$ cat src/rtl/core_config.svh
//////////////////////////////////////////////////////////////////////
// Rename core sizing
// Data width, register file sizes and reorder buffer depth
//////////////////////////////////////////////////////////////////////

`ifndef CORE_CONFIG_SVH
`define CORE_CONFIG_SVH

// Data word width
`define XLEN 32

// Architectural registers, x0 included
`define ARCH_REGS 32

// Physical registers, free pool is the surplus over ARCH_REGS
`define PHYS_REGS 48

// Reorder buffer entries, power of two
`define ROB_DEPTH 8

`endif

$ cat src/rtl/isa_pkg.sv
//////////////////////////////////////////////////////////////////////
// ISA definitions
// Instruction formats and the ALU subset that the core executes
//////////////////////////////////////////////////////////////////////

package isa_pkg;

    // Architectural register index
    typedef logic [4:0] arch_idx_t;

    // Major opcodes that are decoded
    typedef enum logic [6:0] {
        OPC_OP     = 7'b0110011,
        OPC_OP_IMM = 7'b0010011
    } opcode_t;

    // Internal ALU operation
    typedef enum logic [2:0] {
        ALU_ADD,
        ALU_SUB,
        ALU_AND,
        ALU_OR,
        ALU_XOR
    } alu_op_t;

    // funct3 / funct7 encodings
    localparam logic [2:0] F3_ADD = 3'b000;
    localparam logic [2:0] F3_XOR = 3'b100;
    localparam logic [2:0] F3_OR  = 3'b110;
    localparam logic [2:0] F3_AND = 3'b111;
    localparam logic [6:0] F7_SUB = 7'b0100000;

    // Register-register format
    typedef struct packed {
        logic [6:0] funct7;
        arch_idx_t  rs2;
        arch_idx_t  rs1;
        logic [2:0] funct3;
        arch_idx_t  rd;
        opcode_t    opcode;
    } r_type_t;

    // Register-immediate format
    typedef struct packed {
        logic [11:0] imm;
        arch_idx_t   rs1;
        logic [2:0]  funct3;
        arch_idx_t   rd;
        opcode_t     opcode;
    } i_type_t;

    // Same 32-bit word, two views
    typedef union packed {
        r_type_t r;
        i_type_t i;
    } inst_u;

endpackage

$ cat src/rtl/rename_pkg.sv
//////////////////////////////////////////////////////////////////////
// Rename datapath types
// Tags, indices and the packets passed between the rename blocks
//////////////////////////////////////////////////////////////////////

`include "core_config.svh"

package rename_pkg;
    import isa_pkg::*;

    typedef logic [$clog2(`PHYS_REGS)-1:0] phys_tag_t;
    typedef logic [$clog2(`ROB_DEPTH)-1:0] rob_idx_t;

    // Controller to map table
    typedef struct packed {
        arch_idx_t src1;
        arch_idx_t src2;
        arch_idx_t dest;
        logic      wr_en;
    } rename_req_t;

    // Map table lookups
    typedef struct packed {
        phys_tag_t src1_tag;
        phys_tag_t src2_tag;
        phys_tag_t old_tag;
    } rename_rsp_t;

    // One ROB slot
    typedef struct packed {
        arch_idx_t dest;
        phys_tag_t new_tag;
        phys_tag_t old_tag;
        logic      has_dest;
    } rob_entry_t;

    // Issue packet into the ALU
    typedef struct packed {
        alu_op_t          op;
        phys_tag_t        src1_tag;
        phys_tag_t        src2_tag;
        phys_tag_t        dest_tag;
        logic [`XLEN-1:0] imm;
        logic             use_imm;
        rob_idx_t         rob_idx;
    } issue_t;

    // Completion broadcast
    typedef struct packed {
        logic      valid;
        rob_idx_t  rob_idx;
        phys_tag_t tag;
    } cdb_t;

    // In-order architectural commit
    typedef struct packed {
        logic             valid;
        arch_idx_t        idx;
        logic [`XLEN-1:0] data;
    } commit_t;

endpackage

$ cat src/rtl/map_table.sv
//////////////////////////////////////////////////////////////////////
// Map table
// Architectural to physical tag mapping, read combinationally
//////////////////////////////////////////////////////////////////////

`timescale 1ns/1ps

`include "core_config.svh"

module map_table import rename_pkg::*; (
    input  logic        clock,
    input  logic        reset,
    input  rename_req_t map_req,
    input  logic        map_en,
    input  phys_tag_t   new_tag,
    output rename_rsp_t map_rsp
);

    // Current tag of each architectural register
    phys_tag_t map_q [`ARCH_REGS];

    // Lookups see the mapping from before this dispatch,
    // so a source equal to the destination gets the older producer
    assign map_rsp.src1_tag = map_q[map_req.src1];
    assign map_rsp.src2_tag = map_q[map_req.src2];
    // Previous producer, freed when this instruction retires
    assign map_rsp.old_tag  = map_q[map_req.dest];

    always_ff @(posedge clock) begin
        if (reset) begin
            // Identity map, x0 stays on tag 0 for good
            for (int i = 0; i < `ARCH_REGS; i++) begin
                map_q[i] <= phys_tag_t'(i);
            end
        end else if (map_en && map_req.wr_en) begin
            map_q[map_req.dest] <= new_tag;
        end
    end

endmodule

$ cat config.mk
export PLATFORM = sky130hd
export DESIGN_NAME = map_table
export DESIGN_NICKNAME = d
export VERILOG_FILES = /design/src/rtl/isa_pkg.sv /design/src/rtl/rename_pkg.sv /design/src/rtl/map_table.sv
export VERILOG_INCLUDE_DIRS = /design/src /design/src/rtl
export SDC_FILE = /design/constraint.sdc
export NUM_CORES = 1
export LEC_CHECK = 0
export BUFFER_PORTS_ARGS = -buffer_cell sky130_fd_sc_hd__buf_4
export CORE_MARGIN = 2
export CORE_UTILIZATION = 50
export CTS_CLUSTER_DIAMETER = 150
export CTS_CLUSTER_SIZE = 30
export DETAILED_ROUTE_END_ITERATION = 8
export HOLD_SLACK_MARGIN = 0.12
export PLACE_DENSITY = 0.67
export SYNTH_ARGS = -nofsm -noshare
export SYNTH_HDL_FRONTEND = slang
export SYNTH_SLANG_ARGS = --single-unit
$ cat constraint.sdc
create_clock -name clock -period 7.6 [get_ports clock]
set_input_delay 1.52 -clock clock [delete_from_list [all_inputs] [get_ports clock]]
set_output_delay 1.52 -clock clock [all_outputs]
set_load 0.005 [all_outputs]
==> metrics, run 1 <==
number of port buffers=42; Hold/Removal Path Class=input pin to flop; Yosys warnings=0; most frequent cells in the layout=edfxtp_1 (192), mux4_2 (165), and2_1 (67); initial antenna violation count=1; DRT Wirelength=between 30000 and 40000 um; drt initial violations=1176; Netlist Area Pre-Place=11900 um^2; fin crit share=0.715; Leak=4.20 nW; largest net degree at the start of global routing=a little under 70; Final Hold Fails=0; Crit Path Class=input pin to primary output; Slew Limit Headroom=0.213; Antenna Violating Nets Remaining=0; Routed WL per cell=32.9 um; gp weighted congestion=about 0.94; number of global-route vias before repair=roughly 7600; CP Launch Type=input pin; CTS buffer count=17; final instance area=12800 um^2; TritonCTS clock tree=built; synthesized area per cell=approximately 16 um^2; CP required=about 6.1 ns; wire length on met2=approximately 16000 um; CP Capture Type=primary output; Final Core Density=0.548; CP max FO=48; residual DRC count=0; met3 WL=~5000 um; Power Density=199 nW/um^2; setup TNS=0 ns; RSZ-0062 raised after global routing=no; Largest register FFs=192; maxcap violations=0; site row count=56; Worst-path clk slew=0.07 ns; Area Growth Syn to Fin=7.87%; Critical Path AT=approximately 3.9 ns; hold_buf cts=0; met1 WL=around 13000 um; Clock Sinks=192; Slew @ Worst Pin=~1.2 ns; Die X=about 160 um; grt ovf=0; top sig layer=met5; core area=between 20000 and 25000 um^2; Vias=just under 8000; worst vdd ir=roughly 0.12 mV; Period minus WS final=~5.4 ns; final setup vio count=0; status=finished, final reports clean; Syn Inst Count=between 700 and 800; Synth Net Count=~790; CTS resizes=0; Max Clock Freq=between 150 and 200 MHz; fraction of layout cells with a size suffix above 1=0.381; root buf cell=clkbuf_16; n_diodes=0; post-CTS setup repair buffer count=0; drt first pass iters=5; final slew viol count=0; IO Count=43; Die H=between 150 and 200 um; Yosys cell types=29; dpl cell area=about 12000 um^2; die area=25000 um^2; Initial Util=0.508; htree depth=4; vias per inst=~7.3; GRT Total Usage=0.296; biggest regs=map_q (192); Final HPWL DP=between 20000 and 25000 um; nets@finish=about 770; first-pass GRT wire length=just over 50000 um; Pwr Total=around 2.6 mW; CTS max path bufs=2; most common cell after layout, fill and taps aside=edfxtp_1; register area share after synthesis=0.485; synthesis-stage register bit count=~190; Largest Register=map_q
## metrics by stage
step / hold WS, ns / setup WS [ns] / instances
6_report: 1.49 / 2.16 / 1074
5_1_grt: 1.49 / 1.99 / 1074
4_1_cts: 1.49 / 2.15 / 1074
3_5_place_dp: 1.94 / 2.16 / 1042
3_3_place_gp: 1.94 / 2.18 / 1042
2_1_floorplan: 1.70 / 2.97 / 761
## worst paths after layout
| path | startpoint | slack [ns] | end | cells after the start |
|---|---|---|---|---|
| max | map_req[7] | 2.16 | map_rsp[11] | 5 |
| min | new_tag[4] | 1.49 | map_q[8][4] | 2 |
## cell families after synthesis
kind of cell,share of synthesized area
muxes,0.330
and+or+nand+nor,0.133
DFF,0.485
buffers and inverters,0.0340
AOI/OAI and AO/OA,0.0177
## routing by layer
metal | global-route usage | up-vias
li1 | - | 3069
met1 | 0.430 | 3976
met2 | 0.431 | 724
met3 | 0.0841 | 78
met4 | 0.112 | 2
met5 | 0 | -
## cells in the mapped netlist (all sizes together)
library cell / instances / area share
a21o: 4 / 0.0025
a22oi: 24 / 0.015
and2: 67 / 0.035
and3: 26 / 0.014
and3b: 3 / 0.0022
and4b: 1 / 0.00084
and4bb: 1 / 0.0011
buf: 32 / 0.016
clkbuf: 54 / 0.017
edfxtp: 192 / 0.48
inv: 4 / 0.0013
mux2: 12 / 0.011
mux4: 168 / 0.32
nand2: 27 / 0.0085
nand2b: 27 / 0.014
nand3: 24 / 0.010
nand3b: 4 / 0.0025
nand4: 15 / 0.0079
nand4b: 1 / 0.00074
nand4bb: 1 / 0.00095
nor2: 23 / 0.0073
nor3: 3 / 0.0013
nor3b: 17 / 0.011
nor4: 2 / 0.0011
or2: 29 / 0.015
## cell type report
type	count	area, um^2
timing repair buffer	48	360
multi-input combinational	479	5740
tap	319	399
fill	1880	10600
clock inverter	14	121
inverter	4	15.0
sequential	192	5770
clock buffer	18	429
## worst max-delay path: stages
cell    delay [ns]
buf_4         0.68
mux4_1        0.69
mux4_2        0.53
mux2_2        0.28
buf_4         0.13
## where the power goes
group          leakage (nW)  switching (mW)  internal (mW)
logic                  2.06           0.205          0.208
registers              1.87          0.0550           1.22
clock network         0.267           0.438          0.432
Power figures use the tool's default switching activity.
==> inputs of run 2 (changes only) <==
- clock period: 7.6 -> 5.7 ns (I/O delays scaled with it)
==> run 2 against run 1 <==
  * Via count up 0.14%
  * Total power up 33%
  * Combinational power increased by 35%
  * Non-clock buffer count up 13
  * Highest routed layer is now met4
  * Cell count grew 1.2%
  * Critical path type unchanged
  * Worst setup slack lost 1.0 ns
==> metrics, run 2 (synthesis results as in run 1) <==
Slew Limit Headroom=0.331 (+0.118); CP required=4.56 ns (-1.52 ns); WHS=1.11 ns (-0.379 ns); Crit Path Class=input pin to primary output; most frequent cells in the layout=edfxtp_1 (192), mux4_2 (165), and2_1 (67); gp weighted congestion=0.900 (-4.7%); Worst path depth=6 (+1); Die X=158 um (unchanged); Clock Sinks=192 (unchanged); CP Launch Type=input pin; final setup vio count=0 (unchanged); slowest CP cell=buf_4; n_diodes=0 (unchanged); Leak=4.28 nW (+1.8%); drt first pass iters=5 (unchanged); Max Clock Freq=between 200 and 250 MHz; root buf cell=clkbuf_16; buffers plus inverters on the worst setup path=3 (+1); most common cell after layout, fill and taps aside=edfxtp_1; Antenna Violating Nets Remaining=0 (unchanged); Critical Path AT=3.43 ns (-0.49 ns); non-filler cells, final=1087 (+1.2%); fraction of layout cells with a size suffix above 1=0.392 (+0.0105); GRT Total Usage=0.298 (+0.00150); CTS max path bufs=2 (unchanged); Critical Path Sink=map_rsp[2]; TritonCTS clock tree=built; CP peak stage delay=0.73 ns (+0.04 ns); initial antenna violation count=1 (unchanged); site row count=56 (unchanged); filler instances=1859 (-1.1%); RSZ-0062 raised after global routing=no; CP Capture Type=primary output; CP Cell Sequence=buf_4, buf_12, mux4_2, a22oi_1, nand4_1, buf_4; biggest regs=map_q (192); die area=25000 um^2 (unchanged); Final HPWL DP=24500 um (+1.4%); Largest Register=map_q; final slew viol count=0 (unchanged); Final Hold Fails=0 (unchanged); grt ovf=0 (unchanged); maxcap violations=0 (unchanged); crit-path leading delay family=buffers and inverters; crit path from=map_req[1]; nets@finish=780 (+1.7%); Hold/Removal Path Class=input pin to flop; Slew @ Worst Pin=1.00 ns (-0.177 ns); worst vdd ir=0.180 mV (+54%); vias per inst=7.23 (-1.1%); Die H=158 um (unchanged); CTS buffer count=17 (unchanged); FF/Latch Area=5770 um^2 (unchanged); Period minus WS final=around 4.6 ns; htree depth=4 (unchanged); Power Density=262 nW/um^2 (+31%); core area=23400 um^2 (unchanged); number of port buffers=42 (unchanged); CP max FO=62 (+29%); status=finished, final reports clean; drt initial violations=1281 (+8.9%); CTS resizes=0 (unchanged); crit-path most repeated cell=buf_4; largest net degree at the start of global routing=63 (-7.4%); number of global-route vias before repair=7679 (+0.66%); DRT Wirelength=35400 um (about the same); post-CTS setup repair buffer count=0 (unchanged); post-placement cell count=1055 (+1.2%); IO Count=43 (unchanged); footprint of the multi-input gates=5740 um^2 (unchanged); first-pass GRT wire length=52300 um (+1.3%); Vias=7860 (+0.14%); Initial Util=0.508 (unchanged); Worst-path clk slew=0.07 ns (about the same); Routed WL per cell=32.5 um (-1.1%); Area Growth Syn to Fin=8.89%; fin crit share=0.802; residual DRC count=0 (unchanged); Largest register FFs=192 (unchanged); hold_buf cts=0 (unchanged); setup TNS=0 ns (unchanged)
==> run 2: cell types whose count changed in the layout (fill, tap and decap cells not counted) <==
cell / delta
inv_8: -2
buf_4: +10
clkinvlp_4: +1
buf_12: +3
inv_6: -1
clkinv_2: +2
==> run 2: how the worst min path moves through the flow <==
stage	start	end	slack, ns	depth (start not counted)
2_1_floorplan	new_tag[1]	map_q[27][1]	1.32	1
3_3_place_gp	new_tag[3]	map_q[6][3]	1.55	2
3_5_place_dp	new_tag[4]	map_q[10][4]	1.55	2
4_1_cts	new_tag[4]	map_q[10][4]	1.10	2
5_1_grt	new_tag[4]	map_q[10][4]	1.12	2
6_report	new_tag[4]	map_q[10][4]	1.11	2
==> run 2: cell type report <==
class                           count  share of cell area
Clock buffer                       18              0.0331
Clock inverter                     14             0.00831
Inverter                            4             0.00116
Multi-Input combinational cell    479               0.443
Sequential cell                   192               0.445
Tap cell                          319              0.0308
Timing Repair Buffer               61              0.0382
==> run 2: metal layers <==
| layer | track usage | wire [um] | vias to the layer above | part of all wire |
|---|---|---|---|---|
| met2 | 0.437 | 16200 | 662 | 0.46 |
| li1 | - | - | 3094 | - |
| met5 | 0 | 0 | - | 0 |
| met1 | 0.442 | 13400 | 4042 | 0.38 |
| met4 | 0.110 | 1170 | 0 | 0.033 |
| met3 | 0.0672 | 4560 | 62 | 0.13 |
==> run 2: power by group <==
group	internal [mW]	switching (mW)	total (mW)	leakage, nW
registers	1.63	0.0727	1.70	1.87
logic	0.282	0.277	0.558	2.15
clock network	0.566	0.566	1.13	0.258
==> run 2: stage by stage <==
stage	setup WS, ns	area [um^2]	power (mW)	util
after floorplan	1.83	11900	2.06	-
after global placement	1.10	12400	2.26	0.531
after detailed placement	1.11	12400	2.27	0.531
after CTS	1.12	13000	3.38	0.554
after global routing	1.01	13000	3.47	0.554
final	1.13	13000	3.39	0.554
