===== src/rtl/core_config.svh =====
//////////////////////////////////////////////////////////////////////
// Rename core sizing
// Data width, register file sizes and reorder buffer depth
//////////////////////////////////////////////////////////////////////

`ifndef CORE_CONFIG_SVH
`define CORE_CONFIG_SVH

// Data word width
`define XLEN 32

// Architectural registers, x0 included
`define ARCH_REGS 32

// Physical registers, free pool is the surplus over ARCH_REGS
`define PHYS_REGS 48

// Reorder buffer entries, power of two
`define ROB_DEPTH 8

`endif


===== src/rtl/isa_pkg.sv =====
//////////////////////////////////////////////////////////////////////
// ISA definitions
// Instruction formats and the ALU subset that the core executes
//////////////////////////////////////////////////////////////////////

package isa_pkg;

    // Architectural register index
    typedef logic [4:0] arch_idx_t;

    // Major opcodes that are decoded
    typedef enum logic [6:0] {
        OPC_OP     = 7'b0110011,
        OPC_OP_IMM = 7'b0010011
    } opcode_t;

    // Internal ALU operation
    typedef enum logic [2:0] {
        ALU_ADD,
        ALU_SUB,
        ALU_AND,
        ALU_OR,
        ALU_XOR
    } alu_op_t;

    // funct3 / funct7 encodings
    localparam logic [2:0] F3_ADD = 3'b000;
    localparam logic [2:0] F3_XOR = 3'b100;
    localparam logic [2:0] F3_OR  = 3'b110;
    localparam logic [2:0] F3_AND = 3'b111;
    localparam logic [6:0] F7_SUB = 7'b0100000;

    // Register-register format
    typedef struct packed {
        logic [6:0] funct7;
        arch_idx_t  rs2;
        arch_idx_t  rs1;
        logic [2:0] funct3;
        arch_idx_t  rd;
        opcode_t    opcode;
    } r_type_t;

    // Register-immediate format
    typedef struct packed {
        logic [11:0] imm;
        arch_idx_t   rs1;
        logic [2:0]  funct3;
        arch_idx_t   rd;
        opcode_t     opcode;
    } i_type_t;

    // Same 32-bit word, two views
    typedef union packed {
        r_type_t r;
        i_type_t i;
    } inst_u;

endpackage


===== src/rtl/rename_pkg.sv =====
//////////////////////////////////////////////////////////////////////
// Rename datapath types
// Tags, indices and the packets passed between the rename blocks
//////////////////////////////////////////////////////////////////////

`include "core_config.svh"

package rename_pkg;
    import isa_pkg::*;

    typedef logic [$clog2(`PHYS_REGS)-1:0] phys_tag_t;
    typedef logic [$clog2(`ROB_DEPTH)-1:0] rob_idx_t;

    // Controller to map table
    typedef struct packed {
        arch_idx_t src1;
        arch_idx_t src2;
        arch_idx_t dest;
        logic      wr_en;
    } rename_req_t;

    // Map table lookups
    typedef struct packed {
        phys_tag_t src1_tag;
        phys_tag_t src2_tag;
        phys_tag_t old_tag;
    } rename_rsp_t;

    // One ROB slot
    typedef struct packed {
        arch_idx_t dest;
        phys_tag_t new_tag;
        phys_tag_t old_tag;
        logic      has_dest;
    } rob_entry_t;

    // Issue packet into the ALU
    typedef struct packed {
        alu_op_t          op;
        phys_tag_t        src1_tag;
        phys_tag_t        src2_tag;
        phys_tag_t        dest_tag;
        logic [`XLEN-1:0] imm;
        logic             use_imm;
        rob_idx_t         rob_idx;
    } issue_t;

    // Completion broadcast
    typedef struct packed {
        logic      valid;
        rob_idx_t  rob_idx;
        phys_tag_t tag;
    } cdb_t;

    // In-order architectural commit
    typedef struct packed {
        logic             valid;
        arch_idx_t        idx;
        logic [`XLEN-1:0] data;
    } commit_t;

endpackage


===== src/rtl/dispatch_ctrl.sv =====
//////////////////////////////////////////////////////////////////////
// Dispatch controller
// Req/ack handshake, decode, rename and ROB allocation, issue register
//////////////////////////////////////////////////////////////////////

`timescale 1ns/1ps

`include "core_config.svh"

module dispatch_ctrl import isa_pkg::*, rename_pkg::*; (
    input  logic        clock,
    input  logic        reset,
    input  logic        inst_req,
    input  inst_u       inst,
    input  rename_rsp_t map_rsp,
    input  logic        fl_empty,
    input  phys_tag_t   fl_tag,
    input  logic        rob_full,
    input  rob_idx_t    rob_tail,
    output logic        inst_ack,
    output rename_req_t map_req,
    output logic        fl_pop,
    output logic        rob_alloc,
    output rob_entry_t  rob_entry,
    output issue_t      issue,
    output logic        issue_valid
);

    typedef enum logic {
        S_IDLE,
        S_ACK
    } state_t;

    state_t           state_q;
    logic             accept;
    logic             use_imm;
    logic             has_dest;
    alu_op_t          alu_op;
    logic [`XLEN-1:0] imm_ext;

    //////////////////////////////////////////////////////////////////////
    // Decode
    //////////////////////////////////////////////////////////////////////

    assign use_imm  = (inst.i.opcode == OPC_OP_IMM);
    // Writes to x0 are dropped, no rename needed
    assign has_dest = (inst.r.rd != '0);
    assign imm_ext  = {{(`XLEN - 12){inst.i.imm[11]}}, inst.i.imm};

    always_comb begin
        case (inst.r.funct3)
            // funct7 only exists in the R-type view
            F3_ADD:  alu_op = (!use_imm && inst.r.funct7 == F7_SUB) ? ALU_SUB : ALU_ADD;
            F3_XOR:  alu_op = ALU_XOR;
            F3_OR:   alu_op = ALU_OR;
            F3_AND:  alu_op = ALU_AND;
            default: alu_op = ALU_ADD;
        endcase
    end

    //////////////////////////////////////////////////////////////////////
    // Rename and allocate
    //////////////////////////////////////////////////////////////////////

    // Take a new instruction only with a free tag and a free ROB slot
    assign accept   = (state_q == S_IDLE) && inst_req && !fl_empty && !rob_full;
    assign inst_ack = (state_q == S_ACK);

    assign map_req.src1  = inst.r.rs1;
    assign map_req.src2  = use_imm ? arch_idx_t'(0) : inst.r.rs2;
    assign map_req.dest  = inst.r.rd;
    assign map_req.wr_en = has_dest;

    assign fl_pop    = accept && has_dest;
    assign rob_alloc = accept;

    assign rob_entry.dest     = inst.r.rd;
    assign rob_entry.new_tag  = has_dest ? fl_tag : '0;
    assign rob_entry.old_tag  = map_rsp.old_tag;
    assign rob_entry.has_dest = has_dest;

    //////////////////////////////////////////////////////////////////////
    // Handshake FSM and issue register
    //////////////////////////////////////////////////////////////////////

    always_ff @(posedge clock) begin
        if (reset) begin
            state_q     <= S_IDLE;
            issue_valid <= 1'b0;
        end else begin
            issue_valid <= accept;
            case (state_q)
                S_IDLE:  if (accept) state_q <= S_ACK;
                // Hold ack until the requester lets go
                S_ACK:   if (!inst_req) state_q <= S_IDLE;
                default: state_q <= S_IDLE;
            endcase
        end
    end

    always_ff @(posedge clock) begin
        if (accept) begin
            issue.op       <= alu_op;
            issue.src1_tag <= map_rsp.src1_tag;
            issue.src2_tag <= map_rsp.src2_tag;
            // Tag 0 for x0, the ALU drops that write
            issue.dest_tag <= rob_entry.new_tag;
            issue.imm      <= imm_ext;
            issue.use_imm  <= use_imm;
            issue.rob_idx  <= rob_tail;
        end
    end

endmodule


===== config.mk =====
export PLATFORM = sky130hd
export DESIGN_NAME = dispatch_ctrl
export DESIGN_NICKNAME = d
export VERILOG_FILES = /design/src/rtl/isa_pkg.sv /design/src/rtl/rename_pkg.sv /design/src/rtl/dispatch_ctrl.sv
export VERILOG_INCLUDE_DIRS = /design/src /design/src/rtl
export SDC_FILE = /design/constraint.sdc
export NUM_CORES = 1
export LEC_CHECK = 0
export BUFFER_PORTS_ARGS = -buffer_cell sky130_fd_sc_hd__clkbuf_2
export CAP_MARGIN = 40
export CORE_MARGIN = 2
export CORE_UTILIZATION = 40
export CTS_BUF_LIST = sky130_fd_sc_hd__clkbuf_2
export CTS_CLUSTER_DIAMETER = 60
export DETAILED_ROUTE_END_ITERATION = 10
export GPL_TIMING_DRIVEN = 0
export PLACE_DENSITY = 0.94
export SLEW_MARGIN = 30
export SYNTH_ARGS = -nofsm -noshare
export SYNTH_HDL_FRONTEND = slang
export SYNTH_SLANG_ARGS = --single-unit
export TNS_END_PERCENT = 100

===== constraint.sdc =====
create_clock -name clock -period 4.5 [get_ports clock]
set_clock_uncertainty 0.1 [all_clocks]
set_input_delay 0.225 -clock clock [delete_from_list [all_inputs] [get_ports clock]]
set_output_delay 0.225 -clock clock [all_outputs]
set_load 0.005 [all_outputs]

==> results of run 1 <==
## layer usage
layer | wire length [µm] | track usage | vias up | part of all wire
met5 | 0 | 0 | - | 0
met4 | 87 | 0.0809 | 0 | 0.020
met3 | 486 | 0.0552 | 9 | 0.11
met2 | 2440 | 0.332 | 108 | 0.56
met1 | 1350 | 0.173 | 674 | 0.31
li1 | - | - | 714 | -
## report_power, final
group	internal (mW)	total, mW	switching (mW)
Combinational	0.0741	0.116	0.0418
Clock	0.0459	0.150	0.104
Sequential	0.409	0.414	0.00409
## synth_stat cells, drive strengths merged
cell,number,area (µm²)
and3b,1,8.76
edfxtp,37,1110
dfxtp,2,40.0
nor4b,1,8.76
a31o,1,8.76
nand4b,1,8.76
nor2b,6,37.5
a21oi,1,5.00
nand2,1,3.75
nor2,3,18.8
or4,1,11.3
or4b,2,23.8
nor3b,1,7.51
and2,6,37.5
nor4,1,6.26
inv,3,11.3
buf,43,323
nor3,1,10.0
## layout make-up
cell class / count / area share
Sequential cell: 39 / 0.408
Timing Repair Buffer: 177 / 0.367
Buffer: 43 / 0.114
Multi-Input combinational cell: 27 / 0.0697
Tap cell: 50 / 0.0222
Clock buffer: 8 / 0.0142
Inverter: 3 / 0.00399
## metrics by stage
stage | area [µm²] | util | hold WS [ns]
final | 2820 | 0.700 | 0.0536
after CTS | 2820 | 0.700 | 0.0190
after global placement | 2480 | 0.616 | 0.299
after global routing | 2820 | 0.700 | 0.0248
after floorplan | 1680 | - | 0.194
after detailed placement | 2480 | 0.616 | 0.304
## state kept, by name, indices dropped and copies added (netlist names)
signal and cells:
issue 37, issue_valid 1, inst_ack 1
## path summary, 6_finish.rpt
| path | end | start | depth (start not counted) | slack, ns |
|---|---|---|---|---|
| worst max-delay path | rob_alloc | inst_req | 5 | 1.98 |
| worst min-delay path | issue[56] | inst[12] | 2 | 0.05 |
| worst max register to register | issue[15] | inst_ack | 2 | 2.52 |
| worst min register to register | inst_ack | inst_ack | 2 | 0.41 |
## cell usage in the layout, fill, tap and decap left out
master         count
or4_4              1
nand4b_1           1
or4b_4             1
inv_1              2
and2_1             6
nor2b_1            6
buf_4             43
nor3b_1            1
nor4_1             1
edfxtp_1          37
dlygate4sd3_1     30
a31o_1             1
and3b_1            1
nor4b_1            1
nor3_2             1
nor2_1             2
or4b_1             1
dfxtp_1            2
inv_2              1
nor2_4             1
clkbuf_2         155
a21oi_1            1
nand2_1            1
## logic make-up after synthesis
logic type             after synthesis  share of synthesized area
AOI/OAI and AO/OA                    2                    0.00818
buffers and inverters               46                      0.199
DFF                                 39                      0.685
and+or+nand+nor                     25                      0.109
==> flow_metrics.tcl, run 1 <==
set metrics [dict create \
    peakVddDrop_mv 0.190 \
    numPortBuffers 147 \
    min_path_type "in -> reg" \
    seq_area_um2 1150 \
    maxSlewHeadroom 0.476 \
    crit_type "in -> out" \
    num_vias 1505 \
    wl_per_cell_um 12.6 \
    status "finished, final reports clean" \
    end_kind "output port" \
    dieArea_um2 4740 \
    drt-initial-drc-count 48 \
    ys_ff_latch 39 \
    path_clk_slew_ns 0.16 \
    gr-total-overflow 0 \
    routed_wl_um 4370 \
    cpLargestDelayFamily "buffers and inverters" \
    yosysSeqAreaShare 0.685 \
    clock_latency_ns 0.36 \
    grt_max_degree 39 \
    die_w_um 68.8 \
    area.growth.synth_to_final_pct 67.7 \
    netlist_instances 112 \
    antenna_cells 0 \
    cp-start-kind "input port" \
    cp.arrival_ns 2.20 \
    timing.critical_path.buf_inv 4 \
    cts_tree "built" \
    max_stage_delay_ns 0.59 \
    gp_congestion 0.746 \
    h-tree-depth 2 \
    drtAntennaViolNets 0 \
    p_total_uw 679 \
    cp.required_ns 4.18 \
    fin_cells 347 \
    post_cts_buffers 0 \
    syn_area_um2 1680 \
    cts_num_sinks 39 \
    rows 23 \
    fillerInstances 304 \
    multi_input_area_um2 196 \
    power_density_nw_per_um2 241 \
    firstDrtPassIters 4 \
    dp_hpwl_um 3160 \
    drive_above_1_share 0.684 \
    pre_cts_slack_ns 2.43 \
    synth_nets 176 \
    remaining_drc_errors 0 \
    power.leakage_nw 1.41 \
    rsz0062_at_grt "no" \
    worstMarginPinSlew_ns 0.785 \
    cpMaxStageDelayCell "inv_2" \
    core_area_um2 4030 \
    grt_usage 0.176 \
    clockRootBuffer "clkbuf_2" \
    die_height_um 68.8 \
    period_share 0.561 \
    syn_area_per_cell_um2 15.0 \
    final_nets 360 \
    hold_viol_final 0 \
    worstPathCellList "dlygate4sd3_1 > clkbuf_2 > or4b_4 > inv_2 > clkbuf_2" \
    hold_buffers 30 \
    fmax_mhz 396 \
    cts_buffers 5 \
    min_period_ns 2.52 \
    synth.distinct_cells 20 \
    post_cts_resized 0 \
    setup-tns-final_ns 0 \
    ys_warn_count 0 \
    grt_pass1_wl_um 5890 \
    viasPerCell 4.34 \
    grt_antenna_before_repair 0 \
    setup_viol_count_final 0 \
    first_global_vias 1295 \
    critPathMaxFanout 38 \
    crit_top_cell "clkbuf_2" \
    clk_path_buf_depth 2 \
    fin_ws_ns 1.98 \
    drv_cap 0 \
    dp_cells 309 \
    pin_count 159 \
    initial_core_util 0.417 \
    drv_slew 0 \
]
(Power assumes the default switching activity.)
==> run 2, diff against run 1 <==
CORE_UTILIZATION = 34   (was 40)
PLACE_DENSITY = 0.85   (was 0.94)
clock period = 2.19 ns   (was 4.5 ns; I/O delays follow)
==> run 2 against run 1 <==
Effect of this change:
- non-clock buffer count increased by 11
- critical endpoint unchanged
- utilization decreased by 7.8 points
- cell count increased by 8.1%
- count of clock-buffer cells in the layout decreased by 3
- flip-flop and latch count unchanged
- sequential share of layout area decreased by 1.9 points
- combinational power increased by 120%
- register-to-register slack got worse by 2.1 ns
==> flow_metrics.tcl, run 2 (same netlist as run 1, synthesis figures left out) <==
set metrics [dict create \
    power.leakage_nw 1.45 \
    path_clk_slew_ns 0.19 \
    area.growth.synth_to_final_pct 75.8 \
    grt_max_degree 39 \
    clockRootBuffer "clkbuf_2" \
    max_stage_delay_ns 0.59 \
    period_share 0.929 \
    cp.arrival_ns 1.82 \
    fmax_mhz 492 \
    worstMarginPinSlew_ns 0.563 \
    maxSlewHeadroom 0.625 \
    drv_slew 0 \
    final_nets 371 \
    num_vias 1508 \
    cpLargestDelayFamily "simple AND/OR/NAND/NOR gates" \
    h-tree-depth 2 \
    final_cell_mix "clkbuf_2, buf_4, dlygate4sd3_1, edfxtp_1" \
    cpMaxStageDelayCell "or4b_4" \
    core_area_um2 4750 \
    top_register "issue" \
    clk_path_buf_depth 2 \
    status "finished, final reports clean" \
    pre_cts_slack_ns 0.214 \
    crit_type "reg -> out" \
    die_height_um 74.3 \
    dp_cells 326 \
    grt_pass1_wl_um 6370 \
    rows 25 \
    worstPathCellList "or4b_4 > inv_6 > clkbuf_2" \
    fin_ws_ns 0.156 \
    design_area_um2 2960 \
    cts_tree "built" \
    layout_commonest_cell "clkbuf_2" \
    drt-initial-drc-count 23 \
    end_kind "output port" \
    r2r_slack_ns 0.39 \
    largest_reg_flops 37 \
    power_density_nw_per_um2 473 \
    fin_util 0.622 \
    pin_count 159 \
    grt_usage 0.158 \
    cp-start-kind "register" \
    timing.critical_path.buf_inv 2 \
    dieArea_um2 5520 \
    initial_core_util 0.354 \
    firstDrtPassIters 3 \
    drv_cap 0 \
    numPortBuffers 147 \
    min_path_type "in -> reg" \
    antenna_cells 0 \
    cts_num_sinks 39 \
    drive_above_1_share 0.653 \
    peakVddDrop_mv 0.386 \
    cp.required_ns 1.98 \
    remaining_drc_errors 0 \
    die_w_um 74.3 \
    setup_viol_count_final 0 \
    gp_congestion 0.770 \
    critPathMaxFanout 38 \
    min_period_ns 2.03 \
    rsz0062_at_grt "no" \
    fin_hold_ws_ns 0.0898 \
    viasPerCell 4.02 \
    clock_latency_ns 0.38 \
    gr-total-overflow 0 \
    wl_per_cell_um 12.0 \
    dpl_cell_area_um2 2500 \
    first_global_vias 1438 \
    hold_viol_final 0 \
    grt_antenna_before_repair 0 \
    cts_buffers 5 \
    fin_cells 375 \
    drtAntennaViolNets 0 \
    routed_wl_um 4510 \
]
==> run 2: where the power goes <==
group | total (mW) | switching (mW) | internal (mW)
Clock | 0.296 | 0.224 | 0.0712
Combinational | 0.255 | 0.0900 | 0.165
Sequential | 0.849 | 0.00802 | 0.841
==> run 2: worst reg2reg max path, cell delays in order, from the launching register on <==
cell and delay [ns]:
dfxtp_1 0.37, or4b_4 0.59, a21oi_1 0.14, dlygate4sd3_1 0.55
==> run 2: repair_timing <==
action / in CTS / in global routing
hold endpoints to repair: 37 / 0
hold buffers: 41 / 0
cloned: 0 / 0
setup endpoints to repair: 1 / 1
gates resized for setup: 1 / 1
buffers inserted: 0 / 0
==> run 2: stage by stage <==
step | setup TNS, ns | power [mW]
after floorplan | 0 | 0.943
after global placement | -7.88 | 1.06
after detailed placement | 0 | 1.06
after CTS | 0 | 1.42
after global routing | 0 | 1.48
final | 0 | 1.40
==> run 2: layout make-up <==
class | instances | area [µm²]
fillers | 395 | 1800
flip-flops and latches | 39 | 1150
repair buffers | 188 | 1150
plain buffers | 43 | 323
multi-input cells | 27 | 196
well taps | 67 | 83.8
clock buffers | 5 | 25.0
inverters | 3 | 16.3
clock inverters | 3 | 15.0
==> run 2: routing by layer <==
metal / GRT usage / wire (µm)
met1: 0.138 / 1420
met2: 0.313 / 2520
met3: 0.0610 / 492
met4: 0.0714 / 85
met5: 0 / 0
==> run 2: final timing paths <==
kind                 start         to  depth (start not counted)
setup / recovery  inst_ack  rob_alloc                          3
hold / removal    inst[11]  issue[39]                          3
setup reg to reg  inst_ack   inst_ack                          3
hold reg to reg   inst_ack  issue[38]                          2
