$ cat src/rtl/core_config.svh
//////////////////////////////////////////////////////////////////////
// Rename core sizing
// Data width, register file sizes and reorder buffer depth
//////////////////////////////////////////////////////////////////////

`ifndef CORE_CONFIG_SVH
`define CORE_CONFIG_SVH

// Data word width
`define XLEN 32

// Architectural registers, x0 included
`define ARCH_REGS 32

// Physical registers, free pool is the surplus over ARCH_REGS
`define PHYS_REGS 48

// Reorder buffer entries, power of two
`define ROB_DEPTH 8

`endif

$ cat src/rtl/isa_pkg.sv
//////////////////////////////////////////////////////////////////////
// ISA definitions
// Instruction formats and the ALU subset that the core executes
//////////////////////////////////////////////////////////////////////

package isa_pkg;

    // Architectural register index
    typedef logic [4:0] arch_idx_t;

    // Major opcodes that are decoded
    typedef enum logic [6:0] {
        OPC_OP     = 7'b0110011,
        OPC_OP_IMM = 7'b0010011
    } opcode_t;

    // Internal ALU operation
    typedef enum logic [2:0] {
        ALU_ADD,
        ALU_SUB,
        ALU_AND,
        ALU_OR,
        ALU_XOR
    } alu_op_t;

    // funct3 / funct7 encodings
    localparam logic [2:0] F3_ADD = 3'b000;
    localparam logic [2:0] F3_XOR = 3'b100;
    localparam logic [2:0] F3_OR  = 3'b110;
    localparam logic [2:0] F3_AND = 3'b111;
    localparam logic [6:0] F7_SUB = 7'b0100000;

    // Register-register format
    typedef struct packed {
        logic [6:0] funct7;
        arch_idx_t  rs2;
        arch_idx_t  rs1;
        logic [2:0] funct3;
        arch_idx_t  rd;
        opcode_t    opcode;
    } r_type_t;

    // Register-immediate format
    typedef struct packed {
        logic [11:0] imm;
        arch_idx_t   rs1;
        logic [2:0]  funct3;
        arch_idx_t   rd;
        opcode_t     opcode;
    } i_type_t;

    // Same 32-bit word, two views
    typedef union packed {
        r_type_t r;
        i_type_t i;
    } inst_u;

endpackage

$ cat src/rtl/rename_pkg.sv
//////////////////////////////////////////////////////////////////////
// Rename datapath types
// Tags, indices and the packets passed between the rename blocks
//////////////////////////////////////////////////////////////////////

`include "core_config.svh"

package rename_pkg;
    import isa_pkg::*;

    typedef logic [$clog2(`PHYS_REGS)-1:0] phys_tag_t;
    typedef logic [$clog2(`ROB_DEPTH)-1:0] rob_idx_t;

    // Controller to map table
    typedef struct packed {
        arch_idx_t src1;
        arch_idx_t src2;
        arch_idx_t dest;
        logic      wr_en;
    } rename_req_t;

    // Map table lookups
    typedef struct packed {
        phys_tag_t src1_tag;
        phys_tag_t src2_tag;
        phys_tag_t old_tag;
    } rename_rsp_t;

    // One ROB slot
    typedef struct packed {
        arch_idx_t dest;
        phys_tag_t new_tag;
        phys_tag_t old_tag;
        logic      has_dest;
    } rob_entry_t;

    // Issue packet into the ALU
    typedef struct packed {
        alu_op_t          op;
        phys_tag_t        src1_tag;
        phys_tag_t        src2_tag;
        phys_tag_t        dest_tag;
        logic [`XLEN-1:0] imm;
        logic             use_imm;
        rob_idx_t         rob_idx;
    } issue_t;

    // Completion broadcast
    typedef struct packed {
        logic      valid;
        rob_idx_t  rob_idx;
        phys_tag_t tag;
    } cdb_t;

    // In-order architectural commit
    typedef struct packed {
        logic             valid;
        arch_idx_t        idx;
        logic [`XLEN-1:0] data;
    } commit_t;

endpackage

$ cat src/rtl/reorder_buffer.sv
//////////////////////////////////////////////////////////////////////
// Reorder buffer
// Tracks completion from the CDB and retires in program order
//////////////////////////////////////////////////////////////////////

`timescale 1ns/1ps

`include "core_config.svh"

module reorder_buffer import rename_pkg::*; (
    input  logic             clock,
    input  logic             reset,
    input  logic             alloc,
    input  rob_entry_t       entry,
    input  cdb_t             cdb,
    input  logic [`XLEN-1:0] retire_data,
    output rob_idx_t         tail,
    output logic             full,
    output phys_tag_t        retire_tag,
    output logic             free_push,
    output phys_tag_t        free_tag,
    output commit_t          commit
);

    localparam int CNT_W = $clog2(`ROB_DEPTH) + 1;

    rob_entry_t            entries_q [`ROB_DEPTH];
    logic [`ROB_DEPTH-1:0] done_q;
    rob_idx_t              head_q;
    rob_idx_t              tail_q;
    logic [CNT_W-1:0]      count_q;
    rob_entry_t            head_entry;
    logic                  retire;

    //////////////////////////////////////////////////////////////////////
    // Head and status
    //////////////////////////////////////////////////////////////////////

    assign head_entry = entries_q[head_q];
    // Oldest entry done, leaves this edge
    assign retire     = (count_q != '0) && done_q[head_q];

    assign tail = tail_q;
    assign full = (count_q == CNT_W'(`ROB_DEPTH));

    // PRF read port for the committed value
    assign retire_tag = head_entry.new_tag;

    // Superseded mapping goes back to the free list
    assign free_push = retire && head_entry.has_dest;
    assign free_tag  = head_entry.old_tag;

    //////////////////////////////////////////////////////////////////////
    // Storage and pointers
    //////////////////////////////////////////////////////////////////////

    always_ff @(posedge clock) begin
        if (alloc) begin
            entries_q[tail_q] <= entry;
        end
    end

    always_ff @(posedge clock) begin
        if (reset) begin
            done_q  <= '0;
            head_q  <= '0;
            tail_q  <= '0;
            count_q <= '0;
            commit  <= '0;
        end else begin
            if (alloc) begin
                done_q[tail_q] <= 1'b0;
                tail_q         <= tail_q + 1'b1;
            end
            // Completion two cycles after issue
            if (cdb.valid) begin
                done_q[cdb.rob_idx] <= 1'b1;
            end
            if (retire) begin
                head_q <= head_q + 1'b1;
            end
            if (alloc && !retire) begin
                count_q <= count_q + 1'b1;
            end else if (retire && !alloc) begin
                count_q <= count_q - 1'b1;
            end
            // No-destination entries report x0 with zero data
            commit.valid <= retire;
            commit.idx   <= head_entry.has_dest ? head_entry.dest : '0;
            commit.data  <= head_entry.has_dest ? retire_data : '0;
        end
    end

endmodule

$ cat config.mk
export PLATFORM = sky130hd
export DESIGN_NAME = reorder_buffer
export DESIGN_NICKNAME = d
export VERILOG_FILES = /design/src/rtl/isa_pkg.sv /design/src/rtl/rename_pkg.sv /design/src/rtl/reorder_buffer.sv
export VERILOG_INCLUDE_DIRS = /design/src /design/src/rtl
export SDC_FILE = /design/constraint.sdc
export NUM_CORES = 1
export LEC_CHECK = 0
export ABC_AREA = 1
export BUFFER_PORTS_ARGS = -buffer_cell sky130_fd_sc_hd__buf_2
export CAP_MARGIN = 20
export CORE_MARGIN = 5
export CORE_UTILIZATION = 51
export CTS_CLUSTER_DIAMETER = 150
export CTS_CLUSTER_SIZE = 16
export DETAILED_ROUTE_END_ITERATION = 10
export PLACE_DENSITY = 0.8
export REMOVE_ABC_BUFFERS = 1
export SKIP_CTS_REPAIR_TIMING = 1
export SYNTH_ARGS = -nofsm -noshare
export SYNTH_HDL_FRONTEND = slang
export SYNTH_SLANG_ARGS = --single-unit
$ cat constraint.sdc
create_clock -name clock -period 2.2 [get_ports clock]
set_input_delay 0.33 -clock clock [delete_from_list [all_inputs] [get_ports clock]]
set_output_delay 0.33 -clock clock [all_outputs]
set_load 0.01 [all_outputs]
==> qor.yml, run 1 <==
outcome: "finished clean"
clkLatencyLatePin_ns: 0.47
synth_area_leaders: "edfxtp_1 54%, dfxtp_1 15%, nor2_1 6.1%"
combinationalPowerShare_pct: 25.4
wire_length_of_the_first_global_routing_pass_microns: 25600
detail_route.wirelength_microns: 17400
finalPower_w: 0.00957
via_density_per_instance: 5.16
power_report.internal_total_w: 0.00680
synth.yosys.seq_area_share_pct: 68.5
drtAntennaViolNets: 0
core_area_sq_um: 15700
grt_pass1_vias: 5090
synth_enable_flop_cells: 144
postSynth.asyncResetShare_pct: 0
worst-slew-pin-transition_ns: 0.338
antenna_found_initial: 1
synth_common_cells: "144 x edfxtp_1, 131 x nor2_1, 78 x o21ai_0"
final.setup_skew_ns: 0.0200
pin_count_of_the_biggest_net_entering_global_routing: 28
r2r_setup_slack_ns: 0.14
grt_overflow: 0
clk_path_buf_depth: 3
cts.clk_slew.worst_paths_ns: 0.07
path_max_fanout: 13
most_frequently_used_flop_master_after_synthesis: "edfxtp_1"
worst_hold_path_type: "in2reg"
unrepaired_setup_endpoints_after_global_routing: "true"
worstReg2RegStart: "head_q[0]"
cts_num_sinks: 203
routed_wire_length_per_instance_microns: 16.8
leakagePower_nw: 3.77
gp_routability_congestion: 0.809
pwr-share-seq_pct: 46.5
report.final.setup_viol: 0
crit_arrival_ns: 1.83
yosys.cell_types.count: 33
yosys_register_bits: 203
clockPowerShare_pct: 28.1
syn2layout_area_growth_pct: 19.9
crit-reg2reg-capture: "count_q[3]"
post-synth-top-area-cell: "edfxtp_1"
drv_slew: 0
final_layout_size_suffix_gt1_share_pct: 28.0
cts_max_level: 1
switching_share_pct: 29.0
critical_setup_path_class: "reg2out"
num_io_pins: 118
critical_path_required_ns: 1.87
timing.critical_path.to: "free_push"
overall_via_count_from_detail_route: 5351
synth.top_cell.area_share_pct: 53.8
drt_first_iter_violations: 406
grt_use_total_pct: 17.6
drt_pass1_iterations: 5
cts.root.buffer_cell: "clkbuf_16"
yosys_warnings: 0
die_h_microns: 136
count_of_mapped_cells_out_of_synthesis: 680
maxCapViolations: 0
postLayoutCoreUtil_pct: 61.6
vdd_ir_drop_max_mv: 0.596
netSwitchingPower_w: 0.00278
start_kind: "register"
drc: 0
fmax_mhz: 464
placement.io_buffers: 111
most_common_cell_in_the_synthesized_netlist: "edfxtp_1"
std_cell_rows: 46
tritoncts: "built"
place_hpwl_microns: 9990
setup.worst_path.end_class: "output port"
period_share_pct: 98.0
crit_path_time_final_ns: 2.16
fp.dieArea_sq_um: 18400
finish.net_count: 879
post_synth_instance_area_sq_um: 8040
timing.max_slew.rel_slack_pct: 77.4
cts-buffers-inserted: 16
power_density_nw_per_um2: 993
worst_r2r_path_depth: 13
final_hold_viol_count: 0
die_x_microns: 136
initial_utilization_pct: 51.4
synth_area_per_cell_sq_um: 11.8
## kinds of logic (layout without fill, tap and decap cells)
kind of cell / after synthesis / count (layout) / synth area share [%]
AND/OR/NAND/NOR: 224 / 224 / 14.2
flip-flops: 203 / 203 / 68.5
buffers and inverters: 103 / 243 / 6.60
AO/OA/AOI/OAI: 140 / 140 / 9.24
adder cells (fa/ha/maj): 6 / 6 / 1.03
other: 0 / 1 / 0
XOR/XNOR: 4 / 4 / 0.436
## power groups by stage
stage	registers (W)	logic [W]	clock network, W
after floorplan	0.00464	0.00114	0
after global placement	0.00451	0.00199	0
after detailed placement	0.00452	0.00205	0
after CTS	0.00443	0.00207	0.00273
after global routing	0.00448	0.00267	0.00291
final	0.00445	0.00243	0.00269
## cells in the final DEF (no fill, tap or decap), types with 11 or more instances in the layout
master	n
nand2_1	37
dfxtp_1	56
buf_2	111
nor2_4	30
inv_1	55
clkbuf_16	20
buf_4	28
a31oi_1	11
edfxtp_1	144
nor2_1	123
o21ai_0	75
o22ai_1	22
a21oi_1	20
## sequential cells by signal (all words and copies together) (netlist names), named ones only
name / cells
head_q: 3
commit: 38
done_q: 8
count_q: 4
tail: 3
entries_q: 144
## cell type report
class                   count  area [sq um]
diodes                      1          2.50
clock buffers              27           463
clock inverters             1          7.51
fillers                  1216          6020
inverters                  59           246
multi-input cells         374          2050
flip-flops and latches    203          5520
well taps                 216           270
repair buffers            155          1070
repair inverters            1          11.3
## layer usage
metal	up-vias	track usage, %	share of wire, %
met4	0	4.42	2.4
met5	-	0	0
met2	213	30.2	50
met1	2529	22.4	40
met3	31	4.46	7.4
li1	2578	-	-
## worst max-delay path, stage by stage, from the launching register on
cell and delay (ns):
dfxtp_4 0.37, buf_12 0.14, clkinv_8 0.09, buf_4 0.19, o21ai_1 0.09, nand2_1 0.07, nand2_2 0.08, a21oi_2 0.18
buf_2 0.15
## worst min-delay path by stage
stage                    start    endpoint  depth (start not counted)
2_1_floorplan            reset  count_q[3]                          1
3_3_place_gp         done_q[4]   done_q[4]                          2
3_5_place_dp         done_q[4]   done_q[4]                          2
4_1_cts        retire_data[10]  commit[10]                          3
5_1_grt        retire_data[10]  commit[10]                          3
6_report       retire_data[10]  commit[10]                          3
## through the flow
step                cell area, sq um  setup slack (ns)  instances  TNS (ns)  hold WS, ns
floorplan                       7740            -0.683        636    -29.98        0.399
global placement                8820            0.0931        990         0        0.458
detailed placement              8820            0.0171        990         0        0.465
CTS                             9300            -0.188       1018     -1.21       0.0526
global route                    9640           -0.0639       1037    -0.142       0.0723
finish                          9640            0.0443       1037         0       0.0784
Power figures use the tool's default switching activity.
==> run 2: changes to the inputs <==
--- a/config.mk
+++ b/config.mk
@@ -6,7 +6,6 @@
 export SDC_FILE = /design/constraint.sdc
 export NUM_CORES = 1
 export LEC_CHECK = 0
-export ABC_AREA = 1
 export BUFFER_PORTS_ARGS = -buffer_cell sky130_fd_sc_hd__buf_2
 export CAP_MARGIN = 20
 export CORE_MARGIN = 5
@@ -14,7 +13,7 @@
 export CTS_CLUSTER_DIAMETER = 150
 export CTS_CLUSTER_SIZE = 16
 export DETAILED_ROUTE_END_ITERATION = 10
-export PLACE_DENSITY = 0.8
+export PLACE_DENSITY = 0.86
 export REMOVE_ABC_BUFFERS = 1
 export SKIP_CTS_REPAIR_TIMING = 1
 export SYNTH_ARGS = -nofsm -noshare
==> run 2 against run 1 <==
Compared with the run above: highest routed layer unchanged; sequential power shrank 2%; final area shrank 3.8%; worst setup slack lost 0.32 ns; clock power shrank 1%; the run now ends with setup timing left; area after synthesis shrank 4.9%; register-to-register slack lost 0.42 ns.
==> qor.yml, run 2 <==
synthMuxAreaShare_pct: 14.8  # +15 points
cts.root.buffer_cell: "clkbuf_16"
tritoncts: "built"
final_hold_viol_count: 0  # unchanged
gp_routability_congestion: 0.749  # -7.5%
r2r_setup_slack_ns: -0.28  # -0.42 ns
drtAntennaViolNets: 0  # unchanged
syn2layout_area_growth_pct: 21.2
postSynth.asyncResetShare_pct: 0  # unchanged
drc: 0  # unchanged
antenna-diode-count: 0  # -1
crit_path_time_final_ns: 2.48  # +0.320 ns
grt_overflow: 0  # unchanged
via_density_per_instance: 5.48  # +6.1%
detail_route.wirelength_microns: 15800  # -9.4%
hold_end: "commit[4]"
leakagePower_nw: 3.38  # -10%
count_of_mapped_cells_out_of_synthesis: 421  # -38%
yosys.area_share.simple_pct: 7.08  # -7.2 points
final.setup_skew_ns: 0.0142  # -0.00576 ns
most_frequently_used_flop_master_after_synthesis: "edfxtp_1"
vdd_ir_drop_max_mv: 0.564  # -5.3%
cts.clk_slew.worst_paths_ns: 0.07  # about the same
synth.yosys.seq_area_share_pct: 72.0  # +3.5 points
wire_length_of_the_first_global_routing_pass_microns: 23300  # -9.2%
critical_path_required_ns: 2.56  # +0.69 ns
yosys.cell_types.count: 37  # +12%
drt_pass1_iterations: 5  # unchanged
worst_hold_slack_ns: 0.0778  # -0.000642 ns
clk_path_buf_depth: 3  # unchanged
grt_pass1_vias: 4275  # -16%
drv_slew: 0  # unchanged
die_x_microns: 132  # -2.3%
cts_num_sinks: 203  # unchanged
worst-slew-pin-transition_ns: 0.653  # +0.315 ns
clockPowerShare_pct: 31.4  # +3.3 points
yosys_warnings: 0  # unchanged
final_common_cell: "edfxtp_1"
std_cell_rows: 44  # -4.3%
post-synth-top-area-cell: "edfxtp_1"
postLayoutSetupSlackWorst_ns: -0.276  # -0.320 ns
antenna_found_initial: 0  # -1
largest_register: "entries_q"
num_io_pins: 118  # unchanged
synth_area_per_cell_sq_um: 18.2  # +54%
pwr-share-seq_pct: 51.5  # +5.0 points
power_density_nw_per_um2: 910  # -8.3%
die_h_microns: 132  # -2.3%
synth.top_cell.area_share_pct: 56.5  # +2.8 points
netSwitchingPower_w: 0.00193  # -30%
crit_arrival_ns: 2.83  # +1.00 ns
final_layout_size_suffix_gt1_share_pct: 47.0  # +19 points
period_share_pct: 113  # +15 points
grt_use_total_pct: 16.9  # -0.69 points
power_report.internal_total_w: 0.00651  # -4.2%
worst_r2r_path_depth: 10  # -3
report.final.setup_viol: 14  # +14
synth_compound_gate_area_share_pct: 1.85  # -7.4 points
critical_setup_path_class: "reg2reg"
synth_common_cells: "144 x edfxtp_1, 59 x dfxtp_1, 36 x mux4_2"
synth_enable_flop_cells: 144  # unchanged
routed_wire_length_per_instance_microns: 21.1  # +26%
worstReg2RegStart: "head_q[0]"
hold_path_cell_cnt: 2  # -1
place_hpwl_microns: 9350  # -6.4%
clkLatencyLatePin_ns: 0.47  # about the same
synth_area_leaders: "edfxtp_1 57%, dfxtp_1 15%, mux4_2 11%"
failed_checks: "setup timing"
fmax_mhz: 404  # -13%
finalPower_w: 0.00844  # -12%
commonest_non_fill_non_tap_cells_in_the_layout: "144 x edfxtp_1, 98 x buf_2, 55 x dfxtp_1, 36 x mux4_2, 30 x and2_4"
initial_utilization_pct: 52.2  # +0.87 points
drt_first_iter_violations: 377  # -7.1%
path_max_fanout: 5  # -8
timing.max_slew.rel_slack_pct: 56.4  # -21 points
cts-buffers-inserted: 16  # unchanged
finish.net_count: 623  # -29%
yosys_register_bits: 203  # unchanged
crit-reg2reg-capture: "count_q[3]"
switching_share_pct: 22.9  # -6.1 points
combinationalPowerShare_pct: 17.2  # -8.2 points
layout_top_registers: "entries_q: 144 flops, commit: 38 flops, done_q: 8 flops"
unrepaired_setup_endpoints_after_global_routing: "true"
worst_hold_path_type: "in2reg"
start_kind: "register"
largest_reg_flops: 144  # unchanged
totalNegativeSetupSlack_ns: -2.10  # -2.10 ns
share_of_the_synthesized_netlist_area_taken_by_xor_and_xnor_gates_pct: 0.458  # +0.022 points
setup.worst_path.end_class: "register"
fp.dieArea_sq_um: 17500  # -4.5%
pin_count_of_the_biggest_net_entering_global_routing: 33  # +18%
dominant_combinational_cell_family_by_area_after_synthesis: "multiplexers"
maxCapViolations: 0  # unchanged
finish.instance_area_sq_um: 9270  # -3.8%
detailed_place.area_sq_um: 8450  # -4.3%
overall_via_count_from_detail_route: 4096  # -23%
core_area_sq_um: 14600  # -6.5%
most_common_cell_in_the_synthesized_netlist: "edfxtp_1"
placement.io_buffers: 111  # unchanged
outcome: "finished, violations left"
synth_adder_area_share_pct: 1.08  # +0.053 points
hold_path.startpoint: "retire_data[4]"
post_synth_instance_area_sq_um: 7650  # -4.9%
cts_max_level: 1  # unchanged
run 2: power by group through the flow:
stage | Combinational (W) | Clock, W | Sequential, W
2_1_floorplan | 0.000616 | 0 | 0.00451
3_3_place_gp | 0.00112 | 0 | 0.00441
3_5_place_dp | 0.00117 | 0 | 0.00442
4_1_cts | 0.00118 | 0.00271 | 0.00434
5_1_grt | 0.00156 | 0.00287 | 0.00436
6_report | 0.00145 | 0.00265 | 0.00435
run 2: how the worst max path moves through the flow:
stage,start,end,slack (ns),cells after the start
3_5_place_dp,head_q[0],count_q[3],-0.40,10
4_1_cts,head_q[0],count_q[3],-0.43,10
6_report,head_q[0],count_q[3],-0.28,10
3_3_place_gp,head_q[1],count_q[3],-0.27,9
5_1_grt,head_q[0],count_q[3],-0.36,10
2_1_floorplan,register,commit[10],-0.79,4
run 2: worst max-delay path, cell delays in order (launching register included):
cell      delay [ns]
dfxtp_4         0.37
mux2i_4         0.19
a32oi_2         0.28
o311ai_4        0.15
ha_2            0.21
inv_2           0.07
ha_4            0.19
a21o_1          0.16
a21oi_2         0.16
mux2i_1         0.21
mux2_2          0.36
run 2: cell families (layout without fill, tap and decap cells):
logic type	after synthesis	in the layout
flops	203	203
buf+inv	34	177
xor+xnor	4	4
fa+ha+maj	6	6
mux	65	65
simple gates	86	86
compound gates	23	23
run 2: layout make-up:
cell class,instances,area [sq um]
clock buffers,27,463
clock inverters,1,7.51
fillers,1011,5370
inverters,4,15.0
multi-input cells,184,2060
flip-flops and latches,203,5520
well taps,184,230
repair buffers,145,980
run 2: metrics by stage:
stage | cells | utilization, % | worst slack [ns]
floorplan | 391 | - | -0.789
global placement | 709 | 57.7 | -0.269
detailed placement | 709 | 57.7 | -0.399
CTS | 737 | 60.9 | -0.431
global route | 748 | 63.3 | -0.355
finish | 748 | 63.3 | -0.276
run 2: metal layers:
layer  track usage [%]  part of all wire, %  up-vias
met5                 0                    0        -
met3              4.14                  7.7       19
li1                  -                    -     1851
met4              3.58                  1.6        0
met1              22.6                   40     2053
met2              28.4                   51      173
